`src/hdl/icache_consts.svh`:
```
`ifndef ICACHE_CONSTS_SVH
`define ICACHE_CONSTS_SVH

// cache geometry, shared by rtl and testbench

// associativity
`define ICACHE_WAYS 2

// sets per way, indexed by the address bits above the line offset
`define ICACHE_SETS 16

`define ICACHE_LINE_WORDS 4 // 32-bit words per line

// byte address width
// low 2 bits are byte select and ignored
`define ICACHE_ADDR_W 32

`endif
```
`src/hdl/icache_pkg.sv`:
```
`include "icache_consts.svh"

package icache_pkg;

	// field widths derived from the geometry macros
	localparam int OFFSET_W = $clog2(`ICACHE_LINE_WORDS); // word within line
	localparam int INDEX_W  = $clog2(`ICACHE_SETS);
	localparam int TAG_W    = `ICACHE_ADDR_W - INDEX_W - OFFSET_W - 2; // 2 byte bits dropped

	typedef logic [`ICACHE_ADDR_W-1:0] addr_t; // byte address
	typedef logic [31:0]               word_t; // one instruction

	// address fields, tag on top
	typedef logic [OFFSET_W-1:0] offset_t;
	typedef logic [INDEX_W-1:0]  index_t;
	typedef logic [TAG_W-1:0]    tag_t;

	// word 0 sits in the low bits
	typedef word_t [`ICACHE_LINE_WORDS-1:0] line_t;

	typedef logic [`ICACHE_WAYS-1:0] way_sel_t; // one-hot, bit per way

endpackage

```
`src/hdl/icache_top.sv`:
```
`timescale 1ns/1ps
`include "icache_consts.svh"

module icache_top import icache_pkg::*; (
	input  logic  clk,
	input  logic  reset,
	input  logic  cpu_req,
	input  addr_t cpu_addr,
	input  logic  mem_addr_ok,
	input  logic  mem_data_ok,
	input  word_t mem_rdata,
	output logic  cpu_data_ok,
	output word_t cpu_rdata,
	output logic  mem_req,
	output addr_t mem_addr
);

	// lookup stage
	index_t   rd_index;
	tag_t     look_tag;
	offset_t  look_offset;
	logic     look_valid;
	way_sel_t fill_way; // victim

	// way read ports
	way_sel_t                     way_valid;
	tag_t  [`ICACHE_WAYS-1:0]     way_tag;
	line_t [`ICACHE_WAYS-1:0]     way_line;

	// refill
	logic   miss;
	logic   fill_en;
	index_t fill_index;
	tag_t   fill_tag;
	line_t  fill_line;
	logic   replay;
	logic   busy; // refill in progress

	icache_lookup u_lookup (
		.clk         (clk),
		.reset       (reset),
		.cpu_req     (cpu_req),
		.cpu_addr    (cpu_addr),
		.replay      (replay),
		.fill_en     (fill_en),
		.rd_index    (rd_index),
		.look_tag    (look_tag),
		.look_offset (look_offset),
		.look_valid  (look_valid),
		.fill_way    (fill_way)
	);

	// one way per bit of fill_way
	for (genvar w = 0; w < `ICACHE_WAYS; w++) begin : g_way
		icache_way u_way (
			.clk        (clk),
			.reset      (reset),
			.rd_index   (rd_index),
			.fill_en    (fill_en),
			.fill_sel   (fill_way[w]),
			.fill_index (fill_index),
			.fill_tag   (fill_tag),
			.fill_line  (fill_line),
			.valid_out  (way_valid[w]),
			.tag_out    (way_tag[w]),
			.line_out   (way_line[w])
		);
	end

	icache_hit_select u_hit_select (
		.look_valid  (look_valid),
		.look_tag    (look_tag),
		.look_offset (look_offset),
		.way_valid   (way_valid),
		.way_tag     (way_tag),
		.way_line    (way_line),
		.cpu_data_ok (cpu_data_ok),
		.cpu_rdata   (cpu_rdata),
		.miss        (miss)
	);

	// missing line address comes straight from the held lookup fields
	icache_refill_ctrl u_refill_ctrl (
		.clk         (clk),
		.reset       (reset),
		.miss        (miss),
		.miss_tag    (look_tag),
		.miss_index  (rd_index),
		.mem_addr_ok (mem_addr_ok),
		.mem_data_ok (mem_data_ok),
		.mem_rdata   (mem_rdata),
		.mem_req     (mem_req),
		.mem_addr    (mem_addr),
		.fill_en     (fill_en),
		.fill_index  (fill_index),
		.fill_tag    (fill_tag),
		.fill_line   (fill_line),
		.replay      (replay),
		.busy        (busy)
	);

endmodule

```
`src/hdl/icache_refill_ctrl.sv`:
```
`timescale 1ns/1ps
`include "icache_consts.svh"

module icache_refill_ctrl import icache_pkg::*; (
	input  logic    clk,
	input  logic    reset,
	input  logic    miss,
	input  tag_t    miss_tag,
	input  index_t  miss_index,
	input  logic    mem_addr_ok,
	input  logic    mem_data_ok,
	input  word_t   mem_rdata,
	output logic    mem_req,
	output addr_t   mem_addr,
	output logic    fill_en,
	output index_t  fill_index,
	output tag_t    fill_tag,
	output line_t   fill_line,
	output logic    replay,
	output logic    busy
);

	typedef enum logic {
		IDLE,
		FILL
	} state_t;

	localparam offset_t LAST_WORD = offset_t'(`ICACHE_LINE_WORDS - 1);

	state_t  state;
	offset_t addr_cnt; // next word address to send
	offset_t data_cnt; // next word slot to fill
	logic    start;

	assign start = (state == IDLE) && miss;

	// main fsm, address and data sides counted apart
	always_ff @(posedge clk) begin
		if (reset) begin
			state    <= IDLE;
			mem_req  <= 1'b0;
			addr_cnt <= '0;
			data_cnt <= '0;
			fill_en  <= 1'b0;
		end else begin
			fill_en <= 1'b0; // pulse by default
			case (state)
				IDLE: begin
					if (miss) begin
						state    <= FILL;
						mem_req  <= 1'b1; // first word address goes out next cycle
						addr_cnt <= '0;
						data_cnt <= '0;
					end
				end
				FILL: begin
					// address accepted
					if (mem_req && mem_addr_ok) begin
						addr_cnt <= addr_cnt + 1'b1;
						if (addr_cnt == LAST_WORD) begin
							mem_req <= 1'b0; // all addresses out
						end
					end
					// data returned, in order
					if (mem_data_ok) begin
						data_cnt <= data_cnt + 1'b1;
						if (data_cnt == LAST_WORD) begin
							fill_en <= 1'b1; // line complete
							state   <= IDLE;
						end
					end
				end
				default: state <= IDLE;
			endcase
		end
	end

	// replay trails the way write by one cycle
	always_ff @(posedge clk) begin
		if (reset) begin
			replay <= 1'b0;
		end else begin
			replay <= fill_en;
		end
	end

	// line address latched at miss
	always_ff @(posedge clk) begin
		if (start) begin
			fill_tag   <= miss_tag;
			fill_index <= miss_index;
		end
	end

	// line buffer assembly, one word per mem_data_ok
	always_ff @(posedge clk) begin
		if (state == FILL && mem_data_ok) begin
			fill_line[data_cnt] <= mem_rdata;
		end
	end

	// line base plus 4 * addr_cnt
	assign mem_addr = {fill_tag, fill_index, addr_cnt, 2'b00};

	// covers the write cycle too, fsm is already back in idle then
	assign busy = (state == FILL) | fill_en;

endmodule

```
`src/hdl/icache_hit_select.sv`:
```
`timescale 1ns/1ps
`include "icache_consts.svh"

module icache_hit_select import icache_pkg::*; (
	input  logic                        look_valid,
	input  tag_t                        look_tag,
	input  offset_t                     look_offset,
	input  way_sel_t                    way_valid,
	input  tag_t  [`ICACHE_WAYS-1:0]    way_tag,
	input  line_t [`ICACHE_WAYS-1:0]    way_line,
	output logic                        cpu_data_ok,
	output word_t                       cpu_rdata,
	output logic                        miss
);

	way_sel_t hit_vec; // at most one bit set
	line_t    hit_line;
	logic     any_hit;

	// tag compare per way
	always_comb begin
		for (int w = 0; w < `ICACHE_WAYS; w++) begin
			hit_vec[w] = way_valid[w] && (way_tag[w] == look_tag);
		end
	end

	// and-or mux over the ways, hit vector is one-hot
	always_comb begin
		hit_line = '0;
		for (int w = 0; w < `ICACHE_WAYS; w++) begin
			if (hit_vec[w]) begin
				hit_line = hit_line | way_line[w];
			end
		end
	end

	assign any_hit = |hit_vec;

	// outputs
	assign cpu_rdata   = hit_line[look_offset]; // word select
	assign cpu_data_ok = look_valid & any_hit;
	assign miss        = look_valid & ~any_hit; // single cycle, look_valid is a pulse

endmodule

```
`src/hdl/icache_way.sv`:
```
`timescale 1ns/1ps
`include "icache_consts.svh"

module icache_way import icache_pkg::*; (
	input  logic   clk,
	input  logic   reset,
	input  index_t rd_index,
	input  logic   fill_en,
	input  logic   fill_sel,
	input  index_t fill_index,
	input  tag_t   fill_tag,
	input  line_t  fill_line,
	output logic   valid_out,
	output tag_t   tag_out,
	output line_t  line_out
);

	logic [`ICACHE_SETS-1:0] valid;                // one bit per set
	tag_t                    tag_mem  [`ICACHE_SETS];
	line_t                   line_mem [`ICACHE_SETS];
	logic                    wr;

	assign wr = fill_en & fill_sel; // this way is the victim

	// valid bits
	always_ff @(posedge clk) begin
		if (reset) begin
			valid <= '0; // whole way empty
		end else if (wr) begin
			valid[fill_index] <= 1'b1;
		end
	end

	// tag and data arrays
	always_ff @(posedge clk) begin
		if (wr) begin
			tag_mem[fill_index]  <= fill_tag;
			line_mem[fill_index] <= fill_line; // full line in one write
		end
	end

	// registered read
	// valid flag cleared with the rest of the control state
	always_ff @(posedge clk) begin
		if (reset) begin
			valid_out <= 1'b0;
		end else begin
			valid_out <= valid[rd_index];
		end
	end

	always_ff @(posedge clk) begin
		tag_out  <= tag_mem[rd_index];
		line_out <= line_mem[rd_index]; // never read in the same cycle as its fill
	end

endmodule

```
`src/hdl/icache_lookup.sv`:
```
`timescale 1ns/1ps
`include "icache_consts.svh"

module icache_lookup import icache_pkg::*; (
	input  logic     clk,
	input  logic     reset,
	input  logic     cpu_req,
	input  addr_t    cpu_addr,
	input  logic     replay,
	input  logic     fill_en,
	output index_t   rd_index,
	output tag_t     look_tag,
	output offset_t  look_offset,
	output logic     look_valid,
	output way_sel_t fill_way
);

	localparam int PTR_W    = $clog2(`ICACHE_WAYS);
	localparam int LAST_WAY = `ICACHE_WAYS - 1;

	logic             req_q; // lookup issued, way read happens next edge
	logic [PTR_W-1:0] rr_ptr [`ICACHE_SETS]; // victim way per set

	// held address, reused as is on replay
	always_ff @(posedge clk) begin
		if (cpu_req) begin
			{look_tag, rd_index, look_offset} <= cpu_addr[`ICACHE_ADDR_W-1:2]; // drop byte bits
		end
	end

	// new request or replay of the held one
	always_ff @(posedge clk) begin
		if (reset) begin
			req_q      <= 1'b0;
			look_valid <= 1'b0;
		end else begin
			req_q      <= cpu_req | replay;
			look_valid <= req_q; // lines up with the registered way read
		end
	end

	// round robin, one step per fill of the held set
	always_ff @(posedge clk) begin
		if (reset) begin
			for (int s = 0; s < `ICACHE_SETS; s++) begin
				rr_ptr[s] <= '0;
			end
		end else if (fill_en) begin
			if (rr_ptr[rd_index] == PTR_W'(LAST_WAY)) begin
				rr_ptr[rd_index] <= '0; // wrap
			end else begin
				rr_ptr[rd_index] <= rr_ptr[rd_index] + 1'b1;
			end
		end
	end

	// fill index is the held index, so its pointer names the victim
	assign fill_way = way_sel_t'(1) << rr_ptr[rd_index];

endmodule

```
`config.mk`:
```
export PLATFORM = sky130hd
export DESIGN_NAME = icache_top
export DESIGN_NICKNAME = d
export VERILOG_FILES = /design/src/hdl/icache_pkg.sv /design/src/hdl/icache_top.sv /design/src/hdl/icache_refill_ctrl.sv /design/src/hdl/icache_hit_select.sv /design/src/hdl/icache_way.sv /design/src/hdl/icache_lookup.sv
export VERILOG_INCLUDE_DIRS = /design/src /design/src/hdl
export SDC_FILE = /design/constraint.sdc
export NUM_CORES = 2
export LEC_CHECK = 0
export BUFFER_PORTS_ARGS = -buffer_cell sky130_fd_sc_hd__buf_2
export CORE_MARGIN = 3
export CORE_UTILIZATION = 25
export CTS_BUF_LIST = sky130_fd_sc_hd__clkbuf_2
export DETAILED_ROUTE_END_ITERATION = 8
export GPL_ROUTABILITY_DRIVEN = 1
export PLACE_DENSITY = 0.45
export SLEW_MARGIN = 20
export SYNTH_ARGS = -nofsm -noshare
export SYNTH_HDL_FRONTEND = slang
export SYNTH_MEMORY_MAX_BITS = 65536
export SYNTH_SLANG_ARGS = --single-unit
```
`constraint.sdc`:
```
create_clock -name clk -period 20.1 [get_ports clk]
set_input_delay 3.015 -clock clk [delete_from_list [all_inputs] [get_ports clk]]
set_output_delay 3.015 -clock clk [all_outputs]
set_load 0.005 [all_outputs]
```
=== Yosys cells after proc, flatten, opt, wreduce, memory -nomap -nowiden ===
Memories as Yosys holds them, arrays and structs flattened. A register that Yosys moved wholly into a read port is not among the register bits.
Cells that the tools add are included.

* Flip-flop bits (word level): 230
* Bits in writable memories: 4,880
* Output and inout bits: 66
* Memories kept: 5

{| class="wikitable"
|+ Memory list
! name !! depth !! width !! rd ports !! clocked after Yosys merged registers in !! wr ports !! RTL line !! text
|-
| g_way[0].u_way.line_mem || 16 || 128 || 1 || 1 || 1 || icache_way.sv:20 || <nowiki>line_t line_mem [`ICACHE_SETS];</nowiki>
|-
| g_way[1].u_way.line_mem || 16 || 128 || 1 || 1 || 1 || icache_way.sv:20 ||
|-
| g_way[0].u_way.tag_mem || 16 || 24 || 1 || 1 || 1 || icache_way.sv:19 || <nowiki>tag_t tag_mem [`ICACHE_SETS];</nowiki>
|-
| g_way[1].u_way.tag_mem || 16 || 24 || 1 || 1 || 1 || icache_way.sv:19 ||
|-
| u_lookup.rr_ptr || 16 || 1 || 1 || 1 || 16 || icache_lookup.sv:22 || <nowiki>logic [PTR_W-1:0] rr_ptr [`ICACHE_SETS];</nowiki>
|}

* $add $sub $neg: 3
* Magnitude comparators: 6
* Eq/ne operators: 8
* Shift-type cells: 1
* Muxes and demuxes: 46
* Bitwise gates (word level): 12
* Reductions and logical operators: 13

{| class="wikitable"
|+ Operator list
! cell !! number
|-
| two-way mux 128 bit || 2
|-
| bitwise mux 128 bit || 1
|-
| OR 128 bit || 1
|-
| binary-select mux 32 bit (select 2 bit) || 1
|-
| demux 32 bit (select 2 bit) || 1
|-
| two-way mux 32 bit || 2
|-
| equality test 24 bit || 2
|-
| OR 16 bit || 2
|-
| two-way mux 1 bit || 27
|-
| < comparator 4 x 5 -> 1 bit (second input constant) || 2
|-
| binary-select mux 1 bit (select 4 bit) || 2
|-
| two-way mux 4 bit || 2
|-
| case mux 2 bit (2 select lines) || 2
|-
| logical AND 1 bit || 7
|-
| < comparator 2 x 3 -> 1 bit (second input constant) || 2
|-
| two-way mux 2 bit || 3
|-
| inequality test 2 bit (second input constant) || 3
|-
| adder 2 x 1 -> 2 bit (second input constant) || 2
|-
| bitwise AND 1 bit || 4
|-
| demux 1 bit (select 4 bit) || 1
|-
| equality test 2 bit (second input constant) || 2
|-
| >= comparator 4 x 1 -> 1 bit (second input constant) || 1
|-
| case mux 1 bit (2 select lines) || 2
|-
| AND reduction 2 bit || 2
|-
| other kinds (10) || 13
|}

=== Longest topological paths before layout ===
* Word-level depth: 7
* Depth in mapped cells: 9

=== Modules after synthesis ===
From an unflattened synthesis, not the netlist that was laid out.

* Cells, all modules: 8,336
* Area, all modules: 199,354.9 µm²

{| class="wikitable"
|+ Modules (own cells, without submodules)
! module !! times used !! cells an instance !! area each (µm²) !! sequential area each (µm²)
|-
| icache_way at g_way[0].u_way || 1 || 3,849 || 95,190.0 || 76,413.3
|-
| icache_way at g_way[1].u_way || 1 || 3,947 || 94,401.8 || 76,413.3
|-
| icache_refill_ctrl || 1 || 232 || 5,350.1 || 4,844.6
|-
| icache_hit_select || 1 || 184 || 2,407.3 || 0.0
|-
| icache_lookup || 1 || 124 || 2,005.7 || 1,501.4
|}

=== Worst setup path after synthesis ===
OpenSTA, ideal clock, no wires.

* Path kind: register to register
* Start: reg (tool-made name)
* End: mem g_way[0].u_way.line_mem[0][0] (netlist name) (enable)
* Setup time: 0.666 ns
* Arrival time: 8.026 ns
* Slack: 11.407 ns
* Stages on the path, launching flop included: 6
* Clock period less this slack: 8.693 ns
* Path through: dfxtp_1 -> mux4_1 -> mux2_2 -> o21ai_1 -> nand2_1 -> nor2_1

{| class="wikitable"
|+ RTL lines
! element !! RTL line
|-
| end, declared || icache_way.sv:20
|}

=== Worst setup path in the final report ===
* Start: reg u_lookup.look_tag[10]
* End: out cpu_rdata[0]

* Longest elaborated chain between the ends: 7
* Elaborated cells on any way between the ends: 9

{| class="wikitable"
|+ Ends and longest elaborated chain
! element !! RTL line !! text
|-
| start, declared || icache_lookup.sv:12 || <nowiki>output tag_t look_tag,</nowiki>
|-
| start signal, assigned || icache_lookup.sv:27 || <nowiki>{look_tag, rd_index, look_offset} <= cpu_addr[`ICACHE_ADDR_W-1:2];</nowiki>
|-
| equality test 24 bit || icache_hit_select.sv:23 || <nowiki>hit_vec[w] = way_valid[w] && (way_tag[w] == look_tag);</nowiki>
|-
| logical AND 1 bit || icache_hit_select.sv:23 ||
|-
| two-way mux 128 bit || icache_hit_select.sv:31 || <nowiki>if (hit_vec[w]) begin</nowiki>
|-
| OR 128 bit || icache_hit_select.sv:32 || <nowiki>hit_line = hit_line | way_line[w];</nowiki>
|-
| two-way mux 128 bit * || icache_hit_select.sv:31 ||
|-
| binary-select mux 32 bit (select 2 bit) * || icache_hit_select.sv:40 || <nowiki>assign cpu_rdata = hit_line[look_offset];</nowiki>
|-
| two-way mux 32 bit (not written as such) * || icache_hit_select.sv:40 ||
|-
| end, declared || icache_top.sv:13 || <nowiki>output word_t cpu_rdata,</nowiki>
|}

Every way passes the cells marked *; elsewhere a longest branch is shown, timed or not. The select of a mux whose other input is x is not followed.

==> metrics.txt <==
# rows 327; vias in the first global route 100672; Startpoint Class flop; setup violators final 0; met2 layer usage reported by global route 0.2218; wire per inst 27.56 um; clock skew 0.2425 ns; grt met1 use 0.1938; fin crit share 0.5336; grt total ovfl 0; vias 95550; Initial DRC Count 10058; final hold viol count 0; Lkg Pwr 71.10 nW; total of max-cap violations 0; first-pass GRT wire length 799700 um; Power Density 90.98 mW/mm^2; RSZ-0062 raised after global routing false; root buf cell clkbuf_2; largest net degree at the start of global routing 135; synthesis-to-finish area growth 13.61%; final net count 9426; Most Used Layer, Global Route met2; clock latency on the worst-skew pair 2.45 ns; CP Capture Type primary output; first drt pass iteration count 6; Core Box Area 0.7946 sq mm; Avg Cell Area, Syn 25.02 sq um; end of the worst register-to-register path g_way[0].u_way.line_mem[8][96]$_DFFE_PP_; die height 900.0 um; Seq/Total Area, Yosys 0.7967; CTS hold repair buffers 0; crit path cell chain xnor2_1 -> nand4_1 -> nor4_4 -> buf_4 -> and3_4 -> buf_4 -> a21boi_0 -> nor4b_1 -> buf_4 -> buf_2; die span in x 900.0 um; DP Wirelength 291900 um; Yosys cell types 51; Total Routing Usage GR 0.1406; Ports 135; Setup TNS 0 ns; EDFF count, synth 5066; minimum clock period 10.72 ns; slowest stage delay, CP 0.90 ns; buffers added on ports 130; r2r setup slk 13.82 ns; antenna violations before repair 58; Cell Area, Synth 0.1998 sq mm; Hold Path Class flop to flop; die area 0.8099 sq mm; Slew @ Worst Pin 1.168 ns; initial core utilization 0.2514; GR Util met3 0.03239; Yosys reg bits 5418; Most common cell on crit path buf_4; layout cells sized above 1 0.4060; crit path to cpu_rdata[0]; DR vias/cell 4.558; detailed-route DRC error count 0; CTS tree done; Worst slew margin 0.2211; async set-reset flop share out of synthesis 0; CP Launch Point u_lookup.look_tag[10]$_DFFE_PP_; Pins Over Slew Limit 0; setup bufs post-CTS 0; Placer Congestion 0.7100; Hold Startpoint u_lookup.req_q$_SDFF_PP0_; Critical-path top delay cell nor4b_1; cts bufs inserted 1360; most frequently used flop master after synthesis edfxtp_1; CTS Sinks 5418; WP data arrival 7.71 ns; status finished, final reports clean; WL final 577700 um; Critical Path RT 17.09 ns; ANT nets after route 0; Power Total 0.02065 W; Synth Warn # 0; Reg2Reg Depth 9; H-tree levels 7; CP Class flop to primary output; maximum buffer depth of the clock tree 5; cts repair resizes 0; maximum clock rate 93.25 MHz; VDD IR max 0.05535 mV; worst-path maximum fanout 43; CTS clk-pin slew, worst paths 0.09 ns; Cells after Synth 7985
cells by family after synthesis:
group                    synth area share
AO/OA/AOI/OAI                    0.005843
multiplexers                       0.1771
flip-flops                         0.7967
adder cells (fa/ha/maj)         0.0003131
AND/OR/NAND/NOR                  0.009162
other                          0.00001877
XOR/XNOR                         0.002192
buffers and inverters            0.008630
registers in the layout (all words and copies together) (netlist names), 24 cells and up, named ones only:
name / flops
g_way.u_way.valid: 32
g_way.u_way.tag_out: 48
g_way.u_way.tag_mem: 768
u_lookup.look_tag: 24
g_way.u_way.line_out: 256
g_way.u_way.line_mem: 4096
u_refill_ctrl.fill_line: 128
u_refill_ctrl.fill_tag: 24
final cells by class:
type / instances / area [sq um]
Multi-Input combinational cell: 2144 / 39400
Sequential cell: 5418 / 159200
Clock buffer: 2089 / 10460
Inverter: 6 / 23.77
Clock inverter: 278 / 1276
Fill cell: 78168 / 567600
Antenna cell: 78 / 195.2
Timing Repair Buffer: 422 / 3286
Tap cell: 10528 / 13170
stage by stage:
step             util  worst slack (ns)  instance area, sq um  hold WS, ns  std cells
3_3_place_gp   0.2701             10.87                214600       0.4273      18493
3_5_place_dp   0.2703             11.75                214800       0.4242      18501
5_1_grt        0.2855             9.026                226800       0.4647      20902
4_1_cts        0.2851             8.787                226500       0.2668      20868
2_1_floorplan       -             11.41                199800       0.4114       7986
6_report       0.2857             9.376                227000       0.4431      20963
placed cells by master, fill, tap and decap left out, types with 7 or more instances in the layout:
cell type,instances
edfxtp_1,5066
clkbuf_2,2089
mux4_2,1564
dfxtp_1,352
buf_4,251
clkinv_1,225
buf_2,129
nor2_1,101
diode_2,78
nand4_1,72
a211oi_1,65
nand2_1,39
nor3_1,34
a21boi_0,32
nor2_4,32
xnor2_1,31
a22oi_1,31
buf_12,24
clkinv_2,22
xor2_1,19
inv_2,19
nor4b_2,17
buf_8,15
a21oi_1,9
nand3_1,8
nor4b_1,8
nor2b_1,7
bufinv_16,7
how the worst min path moves through the flow:
stage               slack (ns)  cells past startpoint                               endpoint
floorplan                 0.41                      2              u_lookup.req_q$_SDFF_PP0_
global placement          0.43                      1         u_lookup.look_valid$_SDFF_PP0_
detailed placement        0.42                      1         u_lookup.look_valid$_SDFF_PP0_
CTS                       0.27                      1  u_refill_ctrl.fill_line[43]$_DFFE_PP_
global route              0.46                      1         u_lookup.look_valid$_SDFF_PP0_
finish                    0.44                      1         u_lookup.look_valid$_SDFF_PP0_
per-layer routing:
metal	wire, um	share of wire
met5	71	0.00012
met1	254600	0.44
met3	37580	0.065
met2	274400	0.47
met4	11110	0.019
critical path, delay by kind of cell (launching register included):
kind,cells,cell delay (ns)
AND/OR/NAND/NOR,4,2.23
AO/OA/AOI/OAI,1,0.24
flip-flops,1,0.46
XOR/XNOR,1,0.39
buffers and inverters,4,1.86
synth_stat cells (3+ instances only):
library cell / instances / share of area
a211oi_1: 65 / 0.0024
a21boi_0: 32 / 0.0012
a21oi_1: 9 / 0.00023
a22oi_1: 31 / 0.0012
a31oi_1: 3 / 0.000094
and2_1: 4 / 0.00013
and3_1: 6 / 0.00019
buf_1: 55 / 0.0010
buf_2: 91 / 0.0023
buf_4: 5 / 0.00019
clkbuf_1: 267 / 0.0050
dfxtp_1: 352 / 0.035
edfxtp_1: 5066 / 0.76
ha_1: 5 / 0.00031
inv_1: 6 / 0.00011
mux2_2: 5 / 0.00028
mux2i_1: 3 / 0.00015
mux4_1: 3 / 0.00039
mux4_2: 1564 / 0.18
nand2_1: 40 / 0.00075
nand2b_1: 5 / 0.00016
nand3_1: 8 / 0.00020
nand4_1: 72 / 0.0023
nor2_1: 129 / 0.0024
nor2_2: 3 / 0.000094
nor2b_1: 7 / 0.00022
nor3_1: 35 / 0.00088
nor4_1: 4 / 0.00013
nor4b_1: 31 / 0.0014
o21a_1: 4 / 0.00015
o21ai_0: 4 / 0.00010
xnor2_1: 31 / 0.0014
xor2_1: 19 / 0.00083
power breakdown:
group / internal [W] / leakage, nW / total (W) / switching [W]
Clock: 0.00281 / 9.29 / 0.00721 / 0.00440
Sequential: 0.0123 / 48.5 / 0.0124 / 0.000107
Combinational: 0.000534 / 13.3 / 0.00106 / 0.000528
Total: 0.0156 / 71.1 / 0.0207 / 0.00504
(Power assumes the default switching activity.)
